File: src/de0_glue_pkg.sv
/*
 * board widths, default timing and the reset-kind enum for the board glue logic
 * referenced with scoped names (de0_glue_pkg::NAME) from every block and the testbench
 */
`default_nettype none

package de0_glue_pkg;

  // ============================================================
  // board widths
  // ============================================================
  localparam int KEY_COUNT       = 2;   // push keys, active low
  localparam int SW_WIDTH        = 4;   // slide switches
  localparam int LED_WIDTH       = 8;   // board leds
  localparam int LED_PIO_WIDTH   = 7;   // processor led register, drives led[7:1]
  localparam int STM_EVENT_WIDTH = 28;  // trace-event word to the processor

  // reset-request channels, one per kind
  // order matches the request bits and the reset outputs
  typedef enum logic [1:0] {
    RESET_COLD  = 2'd0,
    RESET_WARM  = 2'd1,
    RESET_DEBUG = 2'd2
  } reset_kind_e;

  // bus width follows the last enum value
  localparam int RESET_REQ_COUNT = int'(RESET_DEBUG) + 1;

  // ============================================================
  // default timing at 50 MHz
  // ============================================================
  localparam int DEBOUNCE_CYCLES_DEF = 50_000;      // 1 ms settle time
  localparam int HEARTBEAT_HALF_DEF  = 25_000_000;  // 0.5 s per led half period

  // reset pulse lengths in clock cycles
  localparam int COLD_PULSE_DEF  = 6;
  localparam int WARM_PULSE_DEF  = 2;
  localparam int DEBUG_PULSE_DEF = 32;

  // two-flop synchronizer on all asynchronous inputs
  localparam int SYNC_STAGES = 2;

endpackage

`default_nettype wire

File: src/key_debounce.sv
/*
 * synchronizes and debounces active-low push keys; one settle counter per key
 * clean level changes only once the raw level has held for DEBOUNCE_CYCLES
 */
`default_nettype none

module key_debounce #(
  parameter int WIDTH           = de0_glue_pkg::KEY_COUNT,
  parameter int DEBOUNCE_CYCLES = de0_glue_pkg::DEBOUNCE_CYCLES_DEF
) (
  input  wire logic             fpga_clk_50,
  input  wire logic             hps_fpga_reset_n,
  input  wire logic [WIDTH-1:0] key_raw,     // straight from the pins
  output logic      [WIDTH-1:0] key_clean    // released = 1
);

  localparam int CNT_W = $clog2(DEBOUNCE_CYCLES + 1);
  localparam logic [CNT_W-1:0] CNT_LAST = CNT_W'(DEBOUNCE_CYCLES - 1);

  typedef enum logic {
    ST_STABLE,    // synced level equals output
    ST_SETTLING   // level differs, counting
  } debounce_state_e;

  // ============================================================
  // input synchronizer
  // ============================================================
  logic [WIDTH-1:0] sync_q [de0_glue_pkg::SYNC_STAGES];
  logic [WIDTH-1:0] key_sync;

  always_ff @(posedge fpga_clk_50 or negedge hps_fpga_reset_n)
  begin
    if (!hps_fpga_reset_n)
    begin
      for (int i = 0; i < de0_glue_pkg::SYNC_STAGES; i++)
      begin
        sync_q[i] <= '1;                   // keys read released
      end
    end
    else
    begin
      sync_q[0] <= key_raw;
      for (int i = 1; i < de0_glue_pkg::SYNC_STAGES; i++)
      begin
        sync_q[i] <= sync_q[i-1];
      end
    end
  end

  assign key_sync = sync_q[de0_glue_pkg::SYNC_STAGES-1];

  // ============================================================
  // per-key settle FSM
  // ============================================================
  for (genvar k = 0; k < WIDTH; k++)
  begin : g_key
    debounce_state_e  state_q;
    logic [CNT_W-1:0] cnt_q;
    logic             clean_q;

    always_ff @(posedge fpga_clk_50 or negedge hps_fpga_reset_n)
    begin
      if (!hps_fpga_reset_n)
      begin
        state_q <= ST_STABLE;
        cnt_q   <= '0;
        clean_q <= 1'b1;
      end
      else
      begin
        case (state_q)
          ST_STABLE:
          begin
            if (key_sync[k] != clean_q)
            begin
              state_q <= ST_SETTLING;
              cnt_q   <= CNT_W'(1);        // first differing cycle counts
            end
          end
          ST_SETTLING:
          begin
            if (key_sync[k] == clean_q)
            begin
              state_q <= ST_STABLE;        // glitch, drop it
              cnt_q   <= '0;
            end
            else if (cnt_q == CNT_LAST)
            begin
              state_q <= ST_STABLE;
              cnt_q   <= '0;
              clean_q <= key_sync[k];      // held long enough
            end
            else
            begin
              cnt_q <= cnt_q + 1'b1;
            end
          end
          default:
          begin
            state_q <= ST_STABLE;
          end
        endcase
      end
    end

    assign key_clean[k] = clean_q;
  end

endmodule

`default_nettype wire

File: src/reset_req_pulse.sv
/*
 * turns one reset-request bit into an active-low pulse of PULSE_CYCLES cycles
 * rising edges that arrive while a pulse is running are ignored
 */
`default_nettype none

module reset_req_pulse #(
  parameter int PULSE_CYCLES = de0_glue_pkg::COLD_PULSE_DEF
) (
  input  wire logic fpga_clk_50,
  input  wire logic hps_fpga_reset_n,
  input  wire logic req,           // asynchronous request level
  output logic      reset_req_n    // low for PULSE_CYCLES after an edge
);

  localparam int SYNC_N = de0_glue_pkg::SYNC_STAGES;
  localparam int CNT_W  = $clog2(PULSE_CYCLES + 1);
  localparam logic [CNT_W-1:0] CNT_START = CNT_W'(PULSE_CYCLES - 1);

  typedef enum logic {
    ST_IDLE,   // waiting for a rising edge
    ST_BUSY    // pulse running
  } pulse_state_e;

  // ============================================================
  // sync and edge detect
  // ============================================================
  logic [SYNC_N-1:0] req_sync_q;
  logic              req_prev_q;
  logic              req_rise;

  always_ff @(posedge fpga_clk_50 or negedge hps_fpga_reset_n)
  begin
    if (!hps_fpga_reset_n)
    begin
      req_sync_q <= '0;
      req_prev_q <= 1'b0;
    end
    else
    begin
      req_sync_q <= {req_sync_q[SYNC_N-2:0], req};
      req_prev_q <= req_sync_q[SYNC_N-1];
    end
  end

  assign req_rise = req_sync_q[SYNC_N-1] & ~req_prev_q;   // one cycle wide

  // ============================================================
  // pulse FSM with down-counter
  // ============================================================
  pulse_state_e     state_q;
  logic [CNT_W-1:0] cnt_q;

  always_ff @(posedge fpga_clk_50 or negedge hps_fpga_reset_n)
  begin
    if (!hps_fpga_reset_n)
    begin
      state_q <= ST_IDLE;
      cnt_q   <= '0;
    end
    else
    begin
      case (state_q)
        ST_IDLE:
        begin
          if (req_rise)
          begin
            state_q <= ST_BUSY;
            cnt_q   <= CNT_START;     // busy cycles still to go after this one
          end
        end
        ST_BUSY:
        begin
          if (cnt_q == '0)
          begin
            state_q <= ST_IDLE;       // edges seen until here are lost
          end
          else
          begin
            cnt_q <= cnt_q - 1'b1;
          end
        end
        default:
        begin
          state_q <= ST_IDLE;
        end
      endcase
    end
  end

  // straight decode of the state flop, no glitch
  assign reset_req_n = (state_q != ST_BUSY);

endmodule

`default_nettype wire

File: src/heartbeat_led.sv
/*
 * heartbeat blinker, toggles led_level every HEARTBEAT_HALF clock cycles
 */
`default_nettype none

module heartbeat_led #(
  parameter int HEARTBEAT_HALF = de0_glue_pkg::HEARTBEAT_HALF_DEF
) (
  input  wire logic fpga_clk_50,
  input  wire logic hps_fpga_reset_n,
  output logic      led_level        // 0 after reset
);

  localparam int CNT_W = $clog2(HEARTBEAT_HALF + 1);
  localparam logic [CNT_W-1:0] CNT_WRAP = CNT_W'(HEARTBEAT_HALF - 1);

  logic [CNT_W-1:0] cnt_q;

  always_ff @(posedge fpga_clk_50 or negedge hps_fpga_reset_n)
  begin
    if (!hps_fpga_reset_n)
    begin
      cnt_q     <= '0;
      led_level <= 1'b0;
    end
    else if (cnt_q == CNT_WRAP)
    begin
      cnt_q     <= '0;             // wrap, HEARTBEAT_HALF cycles per level
      led_level <= ~led_level;
    end
    else
    begin
      cnt_q <= cnt_q + 1'b1;
    end
  end

endmodule

`default_nettype wire

File: src/de0_glue_top.sv
/*
 * board glue top: key debounce, three reset-request pulsers, heartbeat led,
 * led pass-through and the trace-event word sent to the processor
 */
`default_nettype none

module de0_glue_top #(
  parameter int DEBOUNCE_CYCLES = de0_glue_pkg::DEBOUNCE_CYCLES_DEF,
  parameter int HEARTBEAT_HALF  = de0_glue_pkg::HEARTBEAT_HALF_DEF,
  parameter int COLD_PULSE      = de0_glue_pkg::COLD_PULSE_DEF,
  parameter int WARM_PULSE      = de0_glue_pkg::WARM_PULSE_DEF,
  parameter int DEBUG_PULSE     = de0_glue_pkg::DEBUG_PULSE_DEF
) (
  input  wire logic                                     fpga_clk_50,
  input  wire logic                                     hps_fpga_reset_n,
  input  wire logic [de0_glue_pkg::KEY_COUNT-1:0]       key,           // active low
  input  wire logic [de0_glue_pkg::SW_WIDTH-1:0]        sw,
  input  wire logic [de0_glue_pkg::LED_PIO_WIDTH-1:0]   led_pio,       // processor led reg
  input  wire logic [de0_glue_pkg::RESET_REQ_COUNT-1:0] hps_reset_req,
  output logic      [de0_glue_pkg::LED_WIDTH-1:0]       led,
  output logic      [de0_glue_pkg::KEY_COUNT-1:0]       debounced_buttons,
  output logic      [de0_glue_pkg::RESET_REQ_COUNT-1:0] f2h_reset_req_n,
  output logic      [de0_glue_pkg::STM_EVENT_WIDTH-1:0] stm_hw_events
);

  // zero fill above the used event bits
  localparam int EVENT_PAD = de0_glue_pkg::STM_EVENT_WIDTH - de0_glue_pkg::SW_WIDTH
                           - de0_glue_pkg::LED_PIO_WIDTH - de0_glue_pkg::KEY_COUNT;

  // ============================================================
  // keys
  // ============================================================
  key_debounce #(
    .WIDTH           (de0_glue_pkg::KEY_COUNT),
    .DEBOUNCE_CYCLES (DEBOUNCE_CYCLES)
  ) key_debounce_i (
    .fpga_clk_50      (fpga_clk_50),
    .hps_fpga_reset_n (hps_fpga_reset_n),
    .key_raw          (key),
    .key_clean        (debounced_buttons)    // to button register
  );

  // ============================================================
  // reset requests, one pulser per kind
  // ============================================================
  reset_req_pulse #(.PULSE_CYCLES(COLD_PULSE)) cold_pulse_i (
    .fpga_clk_50      (fpga_clk_50),
    .hps_fpga_reset_n (hps_fpga_reset_n),
    .req              (hps_reset_req[de0_glue_pkg::RESET_COLD]),
    .reset_req_n      (f2h_reset_req_n[de0_glue_pkg::RESET_COLD])
  );

  reset_req_pulse #(.PULSE_CYCLES(WARM_PULSE)) warm_pulse_i (
    .fpga_clk_50      (fpga_clk_50),
    .hps_fpga_reset_n (hps_fpga_reset_n),
    .req              (hps_reset_req[de0_glue_pkg::RESET_WARM]),
    .reset_req_n      (f2h_reset_req_n[de0_glue_pkg::RESET_WARM])
  );

  reset_req_pulse #(.PULSE_CYCLES(DEBUG_PULSE)) debug_pulse_i (
    .fpga_clk_50      (fpga_clk_50),
    .hps_fpga_reset_n (hps_fpga_reset_n),
    .req              (hps_reset_req[de0_glue_pkg::RESET_DEBUG]),
    .reset_req_n      (f2h_reset_req_n[de0_glue_pkg::RESET_DEBUG])
  );

  // ============================================================
  // leds and event word
  // ============================================================
  heartbeat_led #(.HEARTBEAT_HALF(HEARTBEAT_HALF)) heartbeat_i (
    .fpga_clk_50      (fpga_clk_50),
    .hps_fpga_reset_n (hps_fpga_reset_n),
    .led_level        (led[0])               // blink shows clock and reset alive
  );

  assign led[de0_glue_pkg::LED_WIDTH-1:1] = led_pio;   // processor owns the rest

  // msb to lsb: pad, switches, led register, keys
  assign stm_hw_events = {{EVENT_PAD{1'b0}}, sw, led_pio, debounced_buttons};

endmodule

`default_nettype wire

File: config.mk
export PLATFORM = sky130hd
export DESIGN_NAME = de0_glue_top
export DESIGN_NICKNAME = d
export VERILOG_FILES = /design/src/de0_glue_pkg.sv /design/src/key_debounce.sv /design/src/reset_req_pulse.sv /design/src/heartbeat_led.sv /design/src/de0_glue_top.sv
export SDC_FILE = /design/constraint.sdc
export NUM_CORES = 1
export LEC_CHECK = 0
export BUFFER_PORTS_ARGS = -buffer_cell sky130_fd_sc_hd__buf_2
export CORE_MARGIN = 2
export CORE_UTILIZATION = 55
export CTS_CLUSTER_SIZE = 14
export DETAILED_ROUTE_END_ITERATION = 8
export PLACE_DENSITY = 0.76
export SYNTH_ARGS = -nofsm -noshare
export SYNTH_HDL_FRONTEND = slang
export SYNTH_HIERARCHICAL = 1
export SYNTH_SLANG_ARGS = --single-unit
File: constraint.sdc
create_clock -name fpga_clk_50 -period 2.6 [get_ports fpga_clk_50]
set_input_delay 0.52 -clock fpga_clk_50 [delete_from_list [all_inputs] [get_ports fpga_clk_50]]
set_output_delay 0.52 -clock fpga_clk_50 [all_outputs]
set_load 0.05 [all_outputs]
==> reports/qor.txt <==
status = finished, final reports clean
placed instance area = 0.00470 mm²
Post-layout nets = 496
Post-Synthesis Cells = 479
Pins Over Slew Limit = 0
Overall Global Routing Usage = 18.6%
Worst Max-Slew Pin Slew = 0.843 ns
Post-Synth Simple-Gate Area = 23.5%
Async SR Flop Fraction = 100%
Startpoint Class = flip-flop
Synth cell types = 71
Slew headroom = 43.8%
CTS tree = yes
WL final = 8.60 mm
HP Class = primary input to asynchronous set/reset pin
Seq/Total Area, Yosys = 46.7%
initial antenna violation count = 0
Die H = 97.3 µm
routed wire length per instance = 14.7 µm
IO buf count = 14
CTS Buf Count = 9
Critical Path RT = 2.86 ns
Post-synth EDFFs = 0
Mapped Area = 0.00479 mm²
hpwl dp = 6.00 mm
Yosys warnings = 6
htree depth = 3
synth-to-layout area growth = 3.01%
# resized after CTS = 0
largest family of logic cells by synthesized area = simple AND/OR/NAND/NOR gates
number of hold violations in the final report = 0
Antenna Cells = 0
number of cell rows = 34
Max Fanout on Critical Path = 24
Compound-Gate Fraction of Synth Area = 13.3%
fin crit share = 87.2%
post-route minimum period = 2.27 ns
Worst Setup Path Type = flip-flop to flip-flop
ys flop type = dfrtp_1
GP Congestion = 0.858
post-synthesis xor/xnor area fraction = 2.93%
Slowest cell on crit path = or4_4
nature of the critical path endpoint = flip-flop
starting density of the core = 55.7%
setup TNS = 0 ns
CP arrival = 2.52 ns
1st-iter DRT viols = 148
Final Cell Area = 0.00493 mm²
post-synthesis mux area share = 1.93%
Residual DRC = 0
pin count of the biggest net entering global routing = 47
unrepaired setup endpoints after global routing = no
CP Buf/Inv Count = 0
Setup Buffers After CTS = 0
skew final = 0.0137 ns
CTS Root Cell = clkbuf_8
share of post-route cells with drive strength above 1 = 14.1%
first-pass GRT wire length = 14.4 mm
crit path cell chain = or4_4 > nor4_4 > nor2_2 > a21o_1 > a22o_1
CP delay by family, top = simple AND/OR/NAND/NOR gates
vias per std cell = 5.87
Detailed Routing Iterations Pass 1 = 4
worst skew pair latency = 0.37 ns
CTS sink cnt = 89
vias in the first global route = 3,261
peak supply drop = 352 µV
Reg clk slew, reported paths = 0.09 ns
hold_buf cts = 0
Total Power = 3.48 mW
#FFs+latches synth = 89
# setup viols final = 0
Leak = 2.18 nW
via count = 3,422
core footprint = 0.00859 mm²
I/O pin cnt = 59
clock tree buffer depth = 2
Fmax achieved = 441 MHz
die area = 0.00947 mm²
global route overflow = 0
Post-Synth Adder-Cell Area = 2.09%
Crit path largest cell delay = 0.58 ns
Power Density = 705 mW/mm²
Synth Area per Inst = 9.99 µm²
post-route ant nets = 0
width of the die = 97.3 µm
maxcap violations = 0
## where the power goes
| part | switching [mW] | leakage [nW] | internal [mW] |
|---|---|---|---|
| clock network | 0.496 | 0.113 | 0.571 |
| logic | 0.446 | 0.927 | 0.279 |
| registers | 0.163 | 1.14 | 1.52 |
| total | 1.11 | 2.18 | 2.37 |
## cell usage after synthesis, types with 8 or more instances
library cell | instances | area share (%)
nand4_1 | 9 | 1.2
nor3_1 | 11 | 1.1
nor2_1 | 25 | 2.0
o21ai_0 | 19 | 2.0
dfrtp_1 | 83 | 43
nand2_1 | 34 | 2.7
inv_1 | 17 | 1.3
xor2_1 | 9 | 1.6
buf_4 | 43 | 6.7
ha_1 | 8 | 2.1
or3_1 | 10 | 1.3
nand2b_1 | 11 | 1.4
a21oi_1 | 26 | 2.7
nand3_1 | 31 | 3.2
a31oi_1 | 18 | 2.4
## metrics by stage
step | util (%) | std cells | hold slack, ns | setup WS (ns)
finish | 57.4 | 583 | 0.139 | 0.333
global route | 57.4 | 583 | 0.179 | 0.136
CTS | 57.4 | 583 | 0.147 | 0.329
detailed placement | 54.7 | 567 | 0.337 | 0.343
global placement | 54.7 | 567 | 0.335 | 0.444
floorplan | - | 493 | 0.224 | 0.627
## final cells by class
cell class                      instances  area, µm²
Sequential cell                        89       2230
Fill cell                             738       3660
Multi-Input combinational cell        334       2150
Clock buffer                           10        138
Inverter                               19       73.8
Timing Repair Buffer                   17        108
Clock inverter                          6       90.1
Tap cell                              108        135
## sequential cells by signal, summed over array words and instances, names as in the netlist, 2 cells and up
signal                        cells
cold_pulse_i/cnt_q                3
cold_pulse_i/req_sync_q           2
debug_pulse_i/cnt_q               6
debug_pulse_i/req_sync_q          2
heartbeat_i/cnt_q                25
key_debounce_i/g_key.clean_q      2
key_debounce_i/g_key.cnt_q       32
key_debounce_i/g_key.state_q      2
key_debounce_i/key_sync           2
key_debounce_i/sync_q             2
warm_pulse_i/cnt_q                2
warm_pulse_i/req_sync_q           2
## routing by layer
metal	part of all wire, %	GRT usage [%]
met5	0	0
met4	1.9	8.65
met3	3.4	4.24
met2	48	30.1
met1	46	24.0
## cell families (layout without fill, tap and decap cells)
family / after synthesis / count (layout)
AND/OR/NAND/NOR: 187 / 187
buffers and inverters: 70 / 52
adder cells (fa/ha/maj): 8 / 8
flip-flops: 89 / 89
other: 1 / 15
AO/OA/AOI/OAI: 99 / 99
XOR/XNOR: 16 / 16
multiplexers: 9 / 9
## cells in the final DEF, fill, tap and decap left out, types with 11 or more instances in the layout
cell	n
dfrtp_1	83
nand2_1	34
nand3_1	31
a21oi_1	26
nor2_1	25
o21ai_0	19
a31oi_1	18
inv_1	17
conb_1	15
buf_2	13
nand2b_1	11
nor3_1	11
## final timing paths
path,from,end,slack [ns],depth (start not counted)
worst max-delay path,key_debounce_i/g_key[0].cnt_q[10],key_debounce_i/g_key[0].cnt_q[14],0.33,5
worst min-delay path,hps_fpga_reset_n,key_debounce_i/g_key[1].cnt_q[14],0.14,1
worst max register to register,key_debounce_i/g_key[0].cnt_q[10],key_debounce_i/g_key[0].cnt_q[14],0.33,5
worst min register to register,key_debounce_i/sync_q[2],key_debounce_i/key_sync[0],0.35,0
max in group asynchronous,hps_fpga_reset_n,key_debounce_i/sync_q[2],1.76,2
min in group fpga_clk_50,key[1],key_debounce_i/sync_q[3],0.25,1
No activity file was read; power rests on OpenSTA's default activity.
